`src/logic/game_settings.svh`:
```
// Game core settings
// Raster geometry, character ROM placement and SDRAM bus widths
`ifndef GAME_SETTINGS_SVH
`define GAME_SETTINGS_SVH

// Horizontal timing in pixels
`define H_TOTAL   64
`define H_ACTIVE  48
`define HS_START  52
`define HS_LEN    4

// Vertical timing in lines
`define V_TOTAL   20
`define V_ACTIVE  16
`define VS_START  17
`define VS_LEN    1

// Character layer, pixels per ROM word and word address of the region
`define TILE_W    4
`define CHAR_BASE 22'h200000

`define ADDR_W    22
`define DATA_W    16
`endif
```
`src/logic/game_pkg.sv`:
```
// Game core types
// ROM bus words, colour and raster types, video control structs and
// the state encodings of the SDRAM slot and the register handshake
`include "game_settings.svh"

package game_pkg;

    typedef logic [`ADDR_W-1:0] rom_addr_t;
    typedef logic [`DATA_W-1:0] rom_word_t;
    typedef logic [3:0]         pix_idx_t;
    typedef logic [4:0]         color_t;
    typedef logic [5:0]         hcnt_t;
    typedef logic [4:0]         vcnt_t;

    typedef struct packed {
        color_t red;
        color_t green;
        color_t blue;
    } rgb_t;

    // Beam position with blanking
    typedef struct packed {
        hcnt_t hcount;
        vcnt_t vcount;
        logic  hb;
        logic  vb;
    } vpos_t;

    typedef struct packed {
        logic flip;
        logic video_en;
        logic pal_bank;
    } cfg_t;

    typedef struct packed {
        logic [1:0] addr;
        logic [7:0] data;
    } cfg_wr_t;

    typedef enum logic [1:0] {IDLE, WAIT_ACK, WAIT_DOK} slot_state_t;
    typedef enum logic {HS_IDLE, HS_ACK} hs_state_t;

endpackage

```
`src/logic/game_core.sv`:
```
// Game core top level
// Pixel enables, video timer, control registers, the character layer
// and the SDRAM slot arbiter shared with main CPU ROM reads
`timescale 1ns/1ps

module game_core import game_pkg::*; (
    input  logic      clk,
    input  logic      reset,
    output logic      pxl2_cen,
    output logic      pxl_cen,
    output color_t    red,
    output color_t    green,
    output color_t    blue,
    output logic      HS,
    output logic      VS,
    output logic      LHBL_dly,
    output logic      LVBL_dly,
    output logic      vint,
    // Main CPU ROM
    input  logic      main_cs,
    input  rom_addr_t main_addr,
    output rom_word_t main_data,
    output logic      main_ok,
    // Main CPU register port
    input  logic      cfg_req,
    input  cfg_wr_t   cfg_wr,
    output logic      cfg_ack,
    // SDRAM bank
    output rom_addr_t ba_addr,
    output logic      ba_rd,
    input  logic      ba_ack,
    input  logic      ba_dok,
    input  rom_word_t data_read
);

    vpos_t     vpos;
    cfg_t      cfg;
    rgb_t      rgb;
    logic      char_cs;
    logic      char_ok;
    rom_addr_t char_addr;
    rom_word_t char_data;

    assign red   = rgb.red;
    assign green = rgb.green;
    assign blue  = rgb.blue;

    cen_gen u_cen (
        .clk      ( clk      ),
        .reset    ( reset    ),
        .pxl2_cen ( pxl2_cen ),
        .pxl_cen  ( pxl_cen  )
    );

    vtimer u_vtimer (
        .clk     ( clk     ),
        .reset   ( reset   ),
        .pxl_cen ( pxl_cen ),
        .vpos    ( vpos    ),
        .HS      ( HS      ),
        .VS      ( VS      ),
        .vint    ( vint    )
    );

    cfg_regs u_cfg (
        .clk     ( clk     ),
        .reset   ( reset   ),
        .cfg_req ( cfg_req ),
        .cfg_wr  ( cfg_wr  ),
        .cfg_ack ( cfg_ack ),
        .cfg     ( cfg     )
    );

    char_fetch u_char (
        .clk       ( clk       ),
        .reset     ( reset     ),
        .pxl_cen   ( pxl_cen   ),
        .vpos      ( vpos      ),
        .cfg       ( cfg       ),
        .char_cs   ( char_cs   ),
        .char_addr ( char_addr ),
        .char_data ( char_data ),
        .char_ok   ( char_ok   ),
        .rgb       ( rgb       ),
        .LHBL_dly  ( LHBL_dly  ),
        .LVBL_dly  ( LVBL_dly  )
    );

    rom_slots u_slots (
        .clk       ( clk       ),
        .reset     ( reset     ),
        .char_cs   ( char_cs   ),
        .char_addr ( char_addr ),
        .char_data ( char_data ),
        .char_ok   ( char_ok   ),
        .main_cs   ( main_cs   ),
        .main_addr ( main_addr ),
        .main_data ( main_data ),
        .main_ok   ( main_ok   ),
        .ba_addr   ( ba_addr   ),
        .ba_rd     ( ba_rd     ),
        .ba_ack    ( ba_ack    ),
        .ba_dok    ( ba_dok    ),
        .data_read ( data_read )
    );

endmodule

```
`src/logic/rom_slots.sv`:
```
// SDRAM bank slots
// Arbitrates the character layer and the main CPU ROM onto one bank
// Character requests win ties, one access is in flight at a time and
// the data goes back registered with a single cycle ok
`timescale 1ns/1ps

module rom_slots import game_pkg::*; (
    input  logic      clk,
    input  logic      reset,
    input  logic      char_cs,
    input  rom_addr_t char_addr,
    output rom_word_t char_data,
    output logic      char_ok,
    input  logic      main_cs,
    input  rom_addr_t main_addr,
    output rom_word_t main_data,
    output logic      main_ok,
    output rom_addr_t ba_addr,
    output logic      ba_rd,
    input  logic      ba_ack,
    input  logic      ba_dok,
    input  rom_word_t data_read
);

    slot_state_t state;
    logic        owner_char;
    logic        char_done;
    logic        main_done;
    logic        finish;
    logic        can_grant;
    logic        char_want;
    logic        main_want;

    assign finish    = state == WAIT_DOK && ba_dok;
    // A new grant may follow straight on from a finishing access
    assign can_grant = state == IDLE || finish;
    assign char_want = char_cs && !char_done && !(finish && owner_char);
    assign main_want = main_cs && !main_done && !(finish && !owner_char);
    assign ba_rd     = state == WAIT_ACK;

    always_ff @(posedge clk) begin
        if (reset) begin
            state      <= IDLE;
            owner_char <= 1'b0;
        end else if (can_grant && (char_want || main_want)) begin
            state      <= WAIT_ACK;
            owner_char <= char_want;
        end else begin
            case (state)
                WAIT_ACK: if (ba_ack) state <= WAIT_DOK;
                WAIT_DOK: if (ba_dok) state <= IDLE;
                default:  state <= IDLE;
            endcase
        end
    end

    always_ff @(posedge clk) begin
        if (can_grant && (char_want || main_want)) begin
            ba_addr <= char_want ? char_addr : main_addr;
        end
    end

    // Served flags hold off a requester until its cs has dropped
    always_ff @(posedge clk) begin
        if (reset) begin
            char_done <= 1'b0;
            main_done <= 1'b0;
            char_ok   <= 1'b0;
            main_ok   <= 1'b0;
        end else begin
            char_done <= (finish && owner_char) || (char_done && char_cs);
            main_done <= (finish && !owner_char) || (main_done && main_cs);
            char_ok   <= finish && owner_char;
            main_ok   <= finish && !owner_char;
        end
    end

    always_ff @(posedge clk) begin
        if (finish) begin
            if (owner_char) begin
                char_data <= data_read;
            end else begin
                main_data <= data_read;
            end
        end
    end

endmodule

```
`src/logic/char_fetch.sv`:
```
// Character layer
// Fetches one ROM word per tile a tile ahead of the beam, keeps one
// word in the shifter and one in the prefetch buffer, and turns the
// pixel index into colour. Output and blanking share a two pixel delay
`timescale 1ns/1ps
`include "game_settings.svh"

module char_fetch import game_pkg::*; (
    input  logic      clk,
    input  logic      reset,
    input  logic      pxl_cen,
    input  vpos_t     vpos,
    input  cfg_t      cfg,
    output logic      char_cs,
    output rom_addr_t char_addr,
    input  rom_word_t char_data,
    input  logic      char_ok,
    output rgb_t      rgb,
    output logic      LHBL_dly,
    output logic      LVBL_dly
);

    logic [3:0] nxt_tile;
    logic [3:0] col;
    vcnt_t      fline;
    logic       tile_start;
    logic       fetch_now;
    logic       req_flip;
    rom_word_t  in_word;
    rom_word_t  pre_buf;
    rom_word_t  shift;
    rom_word_t  cur;
    pix_idx_t   pix1;
    logic       lhbl1;
    logic       lvbl1;
    logic       blank;

    // Tile after the current one, wraps to tile 0 of the next line
    assign nxt_tile   = vpos.hcount[5:2] + 4'd1;
    assign tile_start = vpos.hcount[1:0] == 2'd0;

    always_comb begin
        fline = vpos.vcount;
        if (nxt_tile == 4'd0) begin
            fline = (vpos.vcount == vcnt_t'(`V_TOTAL - 1)) ? '0 : vpos.vcount + 1'd1;
        end
    end

    assign fetch_now = pxl_cen && tile_start &&
                       nxt_tile < 4'(`H_ACTIVE / `TILE_W) &&
                       fline < vcnt_t'(`V_ACTIVE);
    // Mirrored column under flip
    assign col = cfg.flip ? 4'(`H_ACTIVE / `TILE_W - 1) - nxt_tile : nxt_tile;

    always_ff @(posedge clk) begin
        if (reset) begin
            char_cs <= 1'b0;
        end else if (fetch_now) begin
            char_cs <= 1'b1;
        end else if (char_ok) begin
            char_cs <= 1'b0;
        end
    end

    // Nibbles are reversed on arrival so the shifter always reads 15:12
    assign in_word = req_flip ?
                     {char_data[3:0], char_data[7:4], char_data[11:8], char_data[15:12]} :
                     char_data;
    assign cur     = tile_start ? pre_buf : shift;

    always_ff @(posedge clk) begin
        if (fetch_now) begin
            char_addr <= `CHAR_BASE + rom_addr_t'({fline[3:0], col});
            req_flip  <= cfg.flip;
        end
        if (char_ok) pre_buf <= in_word;
        if (pxl_cen) begin
            shift <= {cur[11:0], 4'd0};
            pix1  <= cur[15:12];
        end
    end

    assign blank = !lhbl1 || !lvbl1 || !cfg.video_en;

    always_ff @(posedge clk) begin
        if (reset) begin
            lhbl1    <= 1'b0;
            lvbl1    <= 1'b0;
            LHBL_dly <= 1'b0;
            LVBL_dly <= 1'b0;
            rgb      <= '0;
        end else if (pxl_cen) begin
            lhbl1    <= !vpos.hb;
            lvbl1    <= !vpos.vb;
            LHBL_dly <= lhbl1;
            LVBL_dly <= lvbl1;
            if (blank) begin
                rgb <= '0;
            end else begin
                rgb.red   <= {cfg.pal_bank, pix1};
                rgb.green <= {pix1, cfg.pal_bank};
                rgb.blue  <= {1'b0, pix1};
            end
        end
    end

endmodule

```
`src/logic/cfg_regs.sv`:
```
// Video control registers
// Written by the main CPU over a four-phase req/ack port
// Register 0 holds flip and video enable, register 1 the palette bank
`timescale 1ns/1ps

module cfg_regs import game_pkg::*; (
    input  logic    clk,
    input  logic    reset,
    input  logic    cfg_req,
    input  cfg_wr_t cfg_wr,
    output logic    cfg_ack,
    output cfg_t    cfg
);

    hs_state_t state;
    cfg_wr_t   wr_q;
    logic      wr_pend;

    assign cfg_ack = state == HS_ACK;

    always_ff @(posedge clk) begin
        if (reset) begin
            state   <= HS_IDLE;
            wr_pend <= 1'b0;
            cfg     <= '0;
        end else begin
            wr_pend <= 1'b0;
            case (state)
                HS_IDLE: begin
                    if (cfg_req) begin
                        state   <= HS_ACK;
                        wr_pend <= 1'b1;
                    end
                end
                HS_ACK: begin
                    if (!cfg_req) state <= HS_IDLE;
                end
                default: state <= HS_IDLE;
            endcase
            // One update per request, a cycle after ack goes up
            if (wr_pend) begin
                case (wr_q.addr)
                    2'd0: begin
                        cfg.flip     <= wr_q.data[0];
                        cfg.video_en <= wr_q.data[1];
                    end
                    2'd1: cfg.pal_bank <= wr_q.data[0];
                    default: ;
                endcase
            end
        end
    end

    always_ff @(posedge clk) begin
        if (state == HS_IDLE && cfg_req) wr_q <= cfg_wr;
    end

endmodule

```
`src/logic/vtimer.sv`:
```
// Video timer
// Horizontal and vertical raster counters stepped by pxl_cen, with
// blanking, sync decode and the vertical interrupt at the start of
// vertical blanking
`timescale 1ns/1ps
`include "game_settings.svh"

module vtimer import game_pkg::*; (
    input  logic  clk,
    input  logic  reset,
    input  logic  pxl_cen,
    output vpos_t vpos,
    output logic  HS,
    output logic  VS,
    output logic  vint
);

    hcnt_t hcount;
    vcnt_t vcount;
    logic  h_last;
    logic  v_last;

    assign h_last = hcount == hcnt_t'(`H_TOTAL - 1);
    assign v_last = vcount == vcnt_t'(`V_TOTAL - 1);

    always_ff @(posedge clk) begin
        if (reset) begin
            hcount <= '0;
            vcount <= '0;
            vint   <= 1'b0;
        end else if (pxl_cen) begin
            hcount <= h_last ? '0 : hcount + 1'd1;
            vint   <= 1'b0;
            if (h_last) begin
                vcount <= v_last ? '0 : vcount + 1'd1;
                // Entering the first blank line
                vint   <= vcount == vcnt_t'(`V_ACTIVE - 1);
            end
        end
    end

    assign vpos = '{
        hcount: hcount,
        vcount: vcount,
        hb:     hcount >= hcnt_t'(`H_ACTIVE),
        vb:     vcount >= vcnt_t'(`V_ACTIVE)
    };

    assign HS = hcount >= hcnt_t'(`HS_START) &&
                hcount <  hcnt_t'(`HS_START + `HS_LEN);
    assign VS = vcount >= vcnt_t'(`VS_START) &&
                vcount <  vcnt_t'(`VS_START + `VS_LEN);

endmodule

```
`src/logic/cen_gen.sv`:
```
// Pixel clock enables
// One free running 2-bit count gives pxl2_cen on every second clk
// and pxl_cen on every fourth, both phase aligned
`timescale 1ns/1ps

module cen_gen (
    input  logic clk,
    input  logic reset,
    output logic pxl2_cen,
    output logic pxl_cen
);

    logic [1:0] cnt;

    always_ff @(posedge clk) begin
        if (reset) begin
            cnt      <= 2'd0;
            pxl2_cen <= 1'b0;
            pxl_cen  <= 1'b0;
        end else begin
            cnt      <= cnt + 2'd1;
            // pxl_cen lands on every other pxl2_cen
            pxl2_cen <= cnt[0];
            pxl_cen  <= &cnt;
        end
    end

endmodule

```
`config.mk`:
```
export PLATFORM = sky130hd
export DESIGN_NAME = game_core
export DESIGN_NICKNAME = d
export VERILOG_FILES = /design/src/logic/game_pkg.sv /design/src/logic/game_core.sv /design/src/logic/rom_slots.sv /design/src/logic/char_fetch.sv /design/src/logic/cfg_regs.sv /design/src/logic/vtimer.sv /design/src/logic/cen_gen.sv
export VERILOG_INCLUDE_DIRS = /design/src /design/src/logic
export SDC_FILE = /design/constraint.sdc
export NUM_CORES = 1
export LEC_CHECK = 0
export BUFFER_PORTS_ARGS = -buffer_cell sky130_fd_sc_hd__buf_2
export CAP_MARGIN = 30
export CORE_MARGIN = 8
export CORE_UTILIZATION = 54
export CTS_BUF_LIST = sky130_fd_sc_hd__clkbuf_16
export CTS_CLUSTER_DIAMETER = 100
export CTS_CLUSTER_SIZE = 14
export DETAILED_ROUTE_END_ITERATION = 10
export GPL_TIMING_DRIVEN = 0
export PLACE_DENSITY_LB_ADDON = 0.15
export SYNTH_ARGS = -nofsm -noshare
export SYNTH_HDL_FRONTEND = slang
export SYNTH_SLANG_ARGS = --single-unit
```
`constraint.sdc`:
```
create_clock -name clk -period 3.68 [get_ports clk]
set_clock_uncertainty 0.15 [all_clocks]
set_input_delay 0.368 -clock clk [delete_from_list [all_inputs] [get_ports clk]]
set_output_delay 0.368 -clock clk [all_outputs]
set_load 0.1 [all_outputs]
```
Word-level counts from Yosys, hierarchy flattened:

Cells that the tools add are included.
W data, S select, Z words.

* equal/unequal tests: 10
* bitwise operators: 2
* $add $sub $neg: 6
* order comparisons: 8
* reductions and logical operators: 47
* mux-type cells: 16

Operator list (number)
* $mux W16: 2
* $add A22 B8 Y22 const A: 1
* $mux W22: 1
* $logic_and A1 B1 Y1: 16
* $reduce_and A2 Y1: 8
* $mux W15: 1
* $ge A6 B6 Y1 const B: 2
* $ge A5 B5 Y1 const B: 2
* $logic_not A1 Y1: 10
* $lt A5 B5 Y1 const B: 2
* $mux W5: 2
* $add A6 B1 Y6 const B: 1
* $eq A6 B6 Y1 const B: 1
* $logic_not A2 Y1: 3
* $logic_or A1 B1 Y1: 6
* $lt A6 B6 Y1 const B: 1
* $mux W6: 1
* $add A5 B1 Y5 const B: 1
* $eq A5 B4 Y1 const B: 1
* $eq A5 B5 Y1 const B: 1
* $mux W1: 5
* $add A4 B1 Y4 const B: 1
* $eq A2 B1 Y1 const B: 2
* $logic_not A4 Y1: 1
* 14 further kinds: 17

* word-level logic and storage cells: 126
* register bits: 161
* output and inout bits: 63
* input port bits: 54

Logic depth before layout (Yosys ltp):

Gate-level depths: netlist of run 1.

* depth in word-level cells: 9
* mapped depth: 9

By module:

From an unflattened synthesis of run 1, not the netlist that was laid out.

* cells, all modules: 393
* area total of the unflattened synthesis: 5849.4 µm²

By module, submodules not included
* char_fetch: times used 1, cells an instance 174, area an instance 2456.1 µm²
* rom_slots: times used 1, cells an instance 113, area an instance 2284.7 µm²
* vtimer: times used 1, cells an instance 75, area an instance 664.4 µm²
* cfg_regs: times used 1, cells an instance 22, area an instance 326.6 µm²
* cen_gen: times used 1, cells an instance 9, area an instance 117.6 µm²

Worst setup path before layout of run 1:

Ideal clock, no wire load.

* kind: register to output
* start point: register u_vtimer.vcount[0]
* end point: output port VS
* setup slack: -0.294 ns
* stages on the path, launching flop included: 4
* required time: 3.162 ns
* arrival time: 3.456 ns
* path buffers: 0
* cell sequence: dfxtp_1 > ha_1 > o21ai_0 > nor4_1

* cells in the longest elaborated chain, start to end: 2
* elaborated cells on any way between the ends: 3

Ends and longest elaborated chain
* start: declaration: line vtimer.sv:19 `vcnt_t vcount;`
* start signal: assignment: line vtimer.sv:35 `vcount <= v_last ? '0 : vcount + 1'd1;`
* $ge A5 B5 Y1 / $lt A5 B5 Y1 (equally long branches): line vtimer.sv:51, vtimer.sv:52
* $logic_and A1 B1 Y1 *: line vtimer.sv:51 `` assign VS = vcount >= vcnt_t'(`VS_START) && ``
* end: declaration: line game_core.sv:15 `output logic VS,`

Every way passes the cells marked *; elsewhere a longest branch is shown, timed or not.

Worst setup path in the final report of run 1:

* start point: register u_vtimer.hcount[0]
* end point: output port HS

* cells in the longest elaborated chain, start to end: 2
* elaborated cells on any way between the ends: 3

Ends and longest elaborated chain
* start: declaration: line vtimer.sv:18 `hcnt_t hcount;`
* start signal: assignment: line vtimer.sv:32 `hcount <= h_last ? '0 : hcount + 1'd1;`
* $ge A6 B6 Y1 / $lt A6 B6 Y1 (equally long branches): line vtimer.sv:49, vtimer.sv:50
* $logic_and A1 B1 Y1 *: line vtimer.sv:49 `` assign HS = hcount >= hcnt_t'(`HS_START) && ``
* end: declaration: line game_core.sv:14 `output logic HS,`

Marks and branches as above.

==> reports/metrics.cfg, run 1 <==
[synthesis]
syn_inst = 374
synth_seq_area_share_pct = 68.8
netlist_area_sq_um = 5430
syn-num-nets = 440
yosysWarningCount = 0
synth-seq-cells = 137
synth_cell_types = 41
avgSynthCellArea_sq_um = 14.5

[job]
maxCapViolations = 0

[route]
drt-met1-wl_mm = 4.29
antenna_left = 0
met2_length_mm = 5.57
dr.max_layer_used = met4
vias = 3287
via_per_inst = 4.91
drt-pass1-iter-count = 4
wl_per_cell_um = 15.8
wl_met3_um = 591
drt_wl_total_mm = 10.5
drc = 0
drt_iter0_drc = 239

[global_route]
grt_overflow_total = 0
antenna_found_initial = 0
grt_pass1_vias = 3422
grt_max_degree = 20
grt_pass1_wl_mm = 16.8
grt_use_total_pct = 16.7

[worst_setup_path]
end_kind = output pin
crit_path_start = u_vtimer.hcount[0]
worstPathRequired_ns = 3.16
crit_fanout = 10
rr_startpoint = u_vtimer.hcount[2]
critPathArrivalTime_ns = 2.38
setup.worst_path.class = reg -> out
setup.worst_path.start_class = flip-flop

[final_layout]
regArea_sq_um = 3730
final_nets = 589
antenna_cells = 0
area_delta_synth_final_pct = 28.5
drive_gt1_share_pct = 38.1
multiInputGateArea_sq_um = 1500
fillCellCount = 700
final_cells = 669
fin_util_pct = 71.3

[timing]
fin_crit_sh_pct = 78.8
fmax_mhz = 345
drv_slew = 0
timing.final.hold_violations = 0
period_needed_ns = 2.90
tightestPinTransition_ns = 0.819
rsz0062_at_grt = no
relSlewSlack_pct = 45.3
setup-violations-final = 0
final.setup.tns_ns = 0

[clocking]
hold_buffers = 19
tritoncts = yes
cts_buffers = 17
clockBufferDepth = 2
clk_latency_ns = 0.41
post-cts-setup-buffers = 0
cts_resized = 0
cts_root_buf = clkbuf_16
clock-sinks = 137
clk_pin_slew_ns = 0.06
h-tree-depth = 4

[hold_path]
hold_start = cfg_req
hold_path.class = in -> reg

[power]
power.leakage_uw = 0.00280
powerDensity_nw_per_um2 = 540
vdd.ir_drop.worst_uv = 595

[floorplan]
fp-row-count = 36
core_area_sq_um = 9770
die_area_sq_um = 13500
die_x_um = 116
die_h_um = 116
start_util_pct = 55.5
ios = 117

[outcome]
outcome = completed

[placement]
gp_congestion = 0.757
io_buffer_count = 108
hpwl_mm = 7.22
dp_cells = 617

-- report_power, final --
group	total (uW)	leakage, uW	internal [uW]	switching, uW
clock network	1710	0.000293	1070	641
logic	349	0.00129	83.8	265
registers	1710	0.00122	1700	14.9
total	3770	0.00280	2850	922
-- path summary, 6_finish.rpt --
path	endpoint	slack (ns)	depth (start not counted)
worst max-delay path	HS	0.78	7
worst min-delay path	u_cfg.cfg_ack	0.04	2
worst max register to register	u_char.req_flip	1.00	6
worst min register to register	u_cen.cnt[0]	0.29	1
-- cell usage after synthesis --
cell type	number	share of area [%]
a22oi_1	1	0.14
nand3_1	7	0.65
clkbuf_1	7	0.48
xnor2_1	9	1.5
buf_4	11	1.5
nor4_1	1	0.12
and4bb_4	1	0.30
o21ai_0	4	0.37
o21ba_2	1	0.18
a21oi_1	17	1.6
conb_1	1	0.069
buf_6	1	0.21
a21o_1	1	0.14
nor3b_1	1	0.14
a211o_1	1	0.16
inv_1	13	0.90
clkbuf_8	2	0.51
nand3b_1	1	0.14
a2111oi_2	1	0.28
nand2_1	8	0.55
and3_2	1	0.14
nor3_1	7	0.65
xor2_1	1	0.16
nand2b_1	4	0.46
nand2b_2	1	0.16
mux2_2	38	7.9
and2_1	19	2.2
mux2i_1	7	1.3
buf_2	3	0.28
a21boi_0	1	0.14
ha_1	12	2.8
nor3_2	1	0.18
nor2_1	30	2.1
and4_1	2	0.32
o21ba_1	1	0.18
nor2b_1	15	1.7
dfxtp_1	38	14
o211a_1	1	0.18
a211oi_1	3	0.42
and3_1	1	0.12
edfxtp_1	99	55
-- layout by cell type (no fill, tap or decap), drive strengths merged --
master / n
inv: 17
a21o: 1
clkinv: 6
and3: 2
a22oi: 1
and4bb: 1
xor2: 1
a21boi: 1
a211oi: 3
a211o: 1
o211a: 1
and4: 2
nand3b: 1
clkinvlp: 2
nor3: 8
a2111oi: 1
nor3b: 1
o21ba: 2
a21oi: 17
nand2b: 5
mux2i: 7
bufinv: 3
nor4: 1
ha: 12
and2: 19
nor2: 30
o21ai: 4
nand3: 7
clkbuf: 26
conb: 1
nand2: 8
buf: 125
xnor2: 9
nor2b: 15
mux2: 38
edfxtp: 99
dlygate4sd3: 20
dfxtp: 38
-- per-stage QoR --
step | hold slack (ns) | power (uW) | worst slack, ns | area (sq um)
2_1_floorplan | 0.263 | 2000 | 0.702 | 5440
3_3_place_gp | 0.279 | 2070 | 0.247 | 6140
3_5_place_dp | 0.283 | 2080 | 1.02 | 6170
4_1_cts | 0.00682 | 3800 | 0.698 | 6960
5_1_grt | 0.0335 | 3890 | 0.569 | 6970
6_report | 0.0397 | 3770 | 0.780 | 6970
-- registers in the layout (all words and copies together), names as in the netlist, 2 cells and up --
| register | cells |
|---|---|
| u_slots.main_data | 16 |
| u_cen.cnt | 2 |
| u_char.pix1 | 4 |
| u_char.rgb | 5 |
| u_vtimer.hcount | 6 |
| u_slots.ba_addr | 22 |
| u_char.char_addr | 8 |
| u_cfg.wr_q | 4 |
| u_char.shift | 12 |
| u_cfg.cfg | 3 |
| u_vtimer.vcount | 5 |
| u_slots.state | 2 |
| u_char.pre_buf | 16 |
| u_slots.char_data | 16 |
-- worst max-delay path: stages (launching register included) --
cell      delay (ns)
dfxtp_1         0.34
inv_1           0.07
ha_1            0.15
clkbuf_8        0.17
clkbuf_1        0.40
nand2_1         0.13
a211oi_2        0.25
buf_2           0.46
-- routing by layer --
layer  up-vias  track usage, %
li1       1622               -
met1      1574            17.8
met2        82            29.2
met3         9            6.88
met4         0            5.70
met5         -               0
-- cell families after synthesis --
family,count (synthesis),share of synthesized area (%)
buffers and inverters,37,3.90
adder cells (fa/ha/maj),12,2.77
AND/OR/NAND/NOR,100,9.91
other,1,0.0691
AO/OA/AOI/OAI,32,3.76
XOR/XNOR,10,1.61
flip-flops,137,68.8
multiplexers,45,9.18
-- cell type report --
type	instances	share of cell area, %
sequential	137	53.6
tap	133	2.39
clock buffer	17	6.10
timing repair buffer	130	10.9
clock inverter	15	2.51
multi-input combinational	200	21.5
buffer	24	2.33
inverter	13	0.700
No activity file was read; power rests on OpenSTA's default activity.
==> inputs of run 2 (changes only) <==
Settings changed: CORE_UTILIZATION 54 to 49.
Clock period 3.68 ns to 2.41 ns, I/O delays scaled along.
==> run 2 against run 1 <==
  * Register-to-register slack worse by 0.78 ns
  * Flip-flop and latch count unchanged
  * Clock-buffer cell count unchanged
  * Cell count up 4.8%
  * Die area up 8.8%
  * Critical path type unchanged
  * Combinational power up 61%
  * Cell area up 4.7%
  * Via count up 3.4%
  * Global-route usage down 1.2 points
==> reports/metrics.cfg, run 2 (synthesis gave the netlist of run 1 again) <==
[power]
p_total_uw = 5940
power.leakage_uw = 0.00293
powerDensity_nw_per_um2 = 814
vdd.ir_drop.worst_uv = 497

[floorplan]
core_area_sq_um = 10800
start_util_pct = 50.1
ios = 117
fp-row-count = 38
die_x_um = 121
die_h_um = 121
die_area_sq_um = 14700

[final_layout]
drive_gt1_share_pct = 37.1
layout_commonest_cell = buf_2
mostFrequentLayoutCells = buf_2 (110), edfxtp_1 (99), dlygate4sd3_1 (46)
area_delta_synth_final_pct = 34.5
antenna_cells = 0
final_nets = 614
fillCellCount = 797
largest_reg_flops = 22
fin_util_pct = 67.3
regMostFlops = u_slots.ba_addr
final_cells = 701

[worst_setup_path]
crit_chain = inv_1 > ha_1 > clkbuf_8 > nand2_1 > a211oi_4 > buf_4
end_kind = output pin
crit_fanout = 18
path_buf_inv = 3
setup.worst_path.start_class = flip-flop
setup.worst_path.class = reg -> out
critPathTopFamily = buffers and inverters
slowest_stage = dfxtp_1
max_stage_delay_ns = 0.34
worstPathRequired_ns = 2.02
critPathArrivalTime_ns = 1.87

[global_route]
grt_overflow_total = 0
grt_pass1_wl_mm = 17.7
grt_use_total_pct = 15.5
grt_pass1_vias = 3503
grt_max_degree = 20
antenna_found_initial = 0

[route]
drt_wl_total_mm = 10.7
drc = 0
antenna_left = 0
wl_per_cell_um = 15.3
drt-pass1-iter-count = 5
vias = 3398
via_per_inst = 4.85
drt_iter0_drc = 127

[clocking]
clk_pin_slew_ns = 0.06
h-tree-depth = 4
clk_latency_ns = 0.41
clockBufferDepth = 2
cts_buffers = 17
clock-sinks = 137
cts_root_buf = clkbuf_16
tritoncts = yes

[hold_path]
hold_path.class = in -> reg

[placement]
dp_cells = 623
gp_congestion = 0.759
hpwl_mm = 7.29
io_buffer_count = 108

[timing]
timing.final.hold_violations = 0
relSlewSlack_pct = 43.5
fmax_mhz = 442
fin_crit_sh_pct = 94.0
holdWs_ns = 0.0740
drv_slew = 0
tightestPinTransition_ns = 0.847
setup-violations-final = 0
rsz0062_at_grt = no
period_needed_ns = 2.26

[job]
maxCapViolations = 0

[outcome]
outcome = completed

[run 2: changes by cell type in the layout (fill, tap and decap cells not counted), moves of 2 or more]
cell           delta
dlygate4sd3_1    +26
clkinv_2          +2
bufinv_16         +2
dfxtp_2           +3
dfxtp_1           -3
inv_6             -3
[run 2: worst min-delay path: stages]
cell     delay [ns]
buf_2          0.12
nand3_1        0.17
nor2_1         0.05
[run 2: through the flow]
step / setup TNS (ns) / instance area, sq um / setup slack [ns]
after floorplan: -0.264 / 5460 / -0.264
after global placement: -4.49 / 6170 / -0.218
after detailed placement: -2.65 / 6190 / -0.263
after CTS: 0 / 7300 / 0.0328
after global routing: 0 / 7300 / 0.0444
final: 0 / 7300 / 0.145
[run 2: layout make-up]
cell class	count	area, sq um	share of cell area [%]
multi-input combinational	200	1520	20.8
buffer	23	159	2.18
clock inverter	15	210	2.88
sequential	137	3740	51.2
timing repair buffer	156	1030	14.1
inverter	13	48.8	0.668
tap	140	175	2.40
clock buffer	17	425	5.83
[run 2: metal layers]
layer | up-vias | global-route usage (%) | part of all wire, %
met3 | 18 | 6.00 | 7.8
met2 | 108 | 25.1 | 47
met1 | 1599 | 18.1 | 44
li1 | 1673 | - | -
met4 | 0 | 6.25 | 1.6
met5 | - | 0 | 0
[run 2: where the power goes]
group / total, uW / switching [uW] / internal [uW]
logic: 562 / 406 / 156
registers: 2610 / 22.7 / 2590
clock network: 2770 / 945 / 1820
total: 5940 / 1370 / 4570
[run 2: worst paths after layout]
path | start | end | slack, ns | cells after the start
max | u_vtimer.hcount[0] | HS | 0.15 | 6
min | ba_dok | u_slots.char_ok | 0.07 | 3
max reg2reg | u_vtimer.hcount[3] | u_char.char_addr[2] | 0.22 | 6
min reg2reg | u_cen.cnt[0] | u_cen.cnt[0] | 0.30 | 1
[run 2: timing repair]
action / in CTS / in global routing
resized for setup: 1 / 3
setup buffers: 1 / 0
endpoints found under the hold margin: 66 / 0
hold buffers: 46 / 0
setup endpoints to repair: 11 / 10
pin swaps: 1 / 0
==> inputs of run 3 (changes only) <==
Settings changed: GPL_TIMING_DRIVEN 0 to 1.
==> run 3 against run 2 <==
  * Fmax up 3.2%
  * Non-clock buffer count down 17
  * Hold slack better by 0.017 ns
  * Highest routed layer unchanged
  * Global-route usage decreased by 1.0 points
==> reports/metrics.cfg, run 3 (synthesis gave the netlist of run 1 again) <==
[final_layout]
antenna_cells = 0
fin_area_sq_um = 7140
mostFrequentLayoutCells = buf_2 (108), edfxtp_1 (99), dlygate4sd3_1 (45)
layout_commonest_cell = buf_2
final_cells = 684
largest_reg_flops = 22
regMostFlops = u_slots.ba_addr
drive_gt1_share_pct = 35.3
area_delta_synth_final_pct = 31.5
fillCellCount = 802
final_nets = 597

[floorplan]
die_h_um = 121
die_area_sq_um = 14700
die_x_um = 121
fp-row-count = 38
ios = 117
start_util_pct = 50.1
core_area_sq_um = 10800

[timing]
fin_crit_sh_pct = 91.0
relSlewSlack_pct = 45.8
rsz0062_at_grt = no
period_needed_ns = 2.19
holdWs_ns = 0.0909
drv_slew = 0
final.setup.tns_ns = 0
tightestPinTransition_ns = 0.811
fmax_mhz = 456
timing.final.hold_violations = 0
setup-violations-final = 0

[route]
drc = 0
wl_per_cell_um = 14.9
drt-met1-wl_mm = 4.57
drt_wl_total_mm = 10.2
dr.max_layer_used = met4
met2_length_mm = 4.71
vias = 3282
drt-pass1-iter-count = 4
via_per_inst = 4.80
wl_met3_um = 756
drt_iter0_drc = 127
antenna_left = 0

[clocking]
clockBufferDepth = 2
h-tree-depth = 4
cts_root_buf = clkbuf_16
cts_buffers = 17
tritoncts = yes
clk_latency_ns = 0.41
clock-sinks = 137
clk_pin_slew_ns = 0.06

[power]
powerDensity_nw_per_um2 = 799
vdd.ir_drop.worst_uv = 509
p_total_uw = 5700
power.leakage_uw = 0.00283

[worst_setup_path]
setup.worst_path.class = reg -> reg
setup.worst_path.start_class = flip-flop
critPathArrivalTime_ns = 2.16
max_stage_delay_ns = 0.38
end_kind = flip-flop
slowest_stage = dfxtp_1
worstPathRequired_ns = 2.37
crit_chain = ha_1 > and3_2 > ha_1 > nor3_2 > a2111oi_4 > buf_4
crit_top_cell = ha_1
critPathTopFamily = adder cells
path_buf_inv = 1
crit_fanout = 10

[global_route]
antenna_found_initial = 0
grt_use_total_pct = 14.4
grt_pass1_vias = 3405
grt_max_degree = 39
grt_pass1_wl_mm = 16.7
grt_overflow_total = 0

[placement]
placed_cell_area_sq_um = 6100
io_buffer_count = 109
dp_cells = 607
gp_congestion = 0.769
hpwl_mm = 6.71

[job]
maxCapViolations = 0

[hold_path]
hold_path.class = in -> reg

[outcome]
outcome = completed

-- run 3: layer usage --
layer / track usage (%) / vias to the layer above
met2: 22.8 / 98
met1: 16.9 / 1533
met4: 6.32 / 0
met3: 6.19 / 12
met5: 0 / -
li1: - / 1639
-- run 3: worst register-to-register path: stages, from the launching register on --
cell,delay [ns]
dfxtp_1,0.38
ha_1,0.28
and3_2,0.22
ha_1,0.30
nor3_2,0.06
a2111oi_4,0.27
buf_4,0.24
-- run 3: power breakdown --
group | leakage [uW] | internal (uW) | total, uW | switching (uW)
logic | 0.00133 | 149 | 551 | 402
registers | 0.00122 | 2590 | 2610 | 22.5
clock network | 0.000280 | 1610 | 2540 | 934
total | 0.00283 | 4350 | 5700 | 1360
-- run 3: cell type report --
cell class                      count  area, sq um  area share [%]
Clock buffer                       17          425            5.96
Clock inverter                     15          159            2.23
Inverter                           13         48.8           0.684
Multi-Input combinational cell    200         1520            21.2
Sequential cell                   137         3730            52.3
Tap cell                          140          175            2.45
Timing Repair Buffer              162         1080            15.1
-- run 3: path summary, 6_finish.rpt --
path	from	to	slack [ns]	cells past startpoint
worst max-delay path	u_vtimer.vcount[0]	u_char.char_addr[7]	0.22	6
worst min-delay path	ba_dok	u_slots.char_ok	0.09	3
worst max register to register	u_vtimer.vcount[0]	u_char.char_addr[7]	0.22	6
worst min register to register	u_slots.char_done	u_slots.char_done	0.30	2
-- run 3: timing repair --
| action | in CTS | in global routing |
|---|---|---|
| setup buffers | 0 | 0 |
| hold buffers | 45 | 0 |
| endpoints found under the setup margin | 0 | 0 |
| hold endpoints to repair | 61 | 0 |
| gates resized for setup | 0 | 0 |
-- run 3: stage by stage --
| stage | utilization [%] | setup slack [ns] |
|---|---|---|
| after CTS | 65.8 | 0.221 |
| after global placement | 56.2 | 0.269 |
| after global routing | 65.8 | 0.0468 |
| after floorplan | - | -0.264 |
| after detailed placement | 56.3 | 0.248 |
| final | 65.8 | 0.216 |
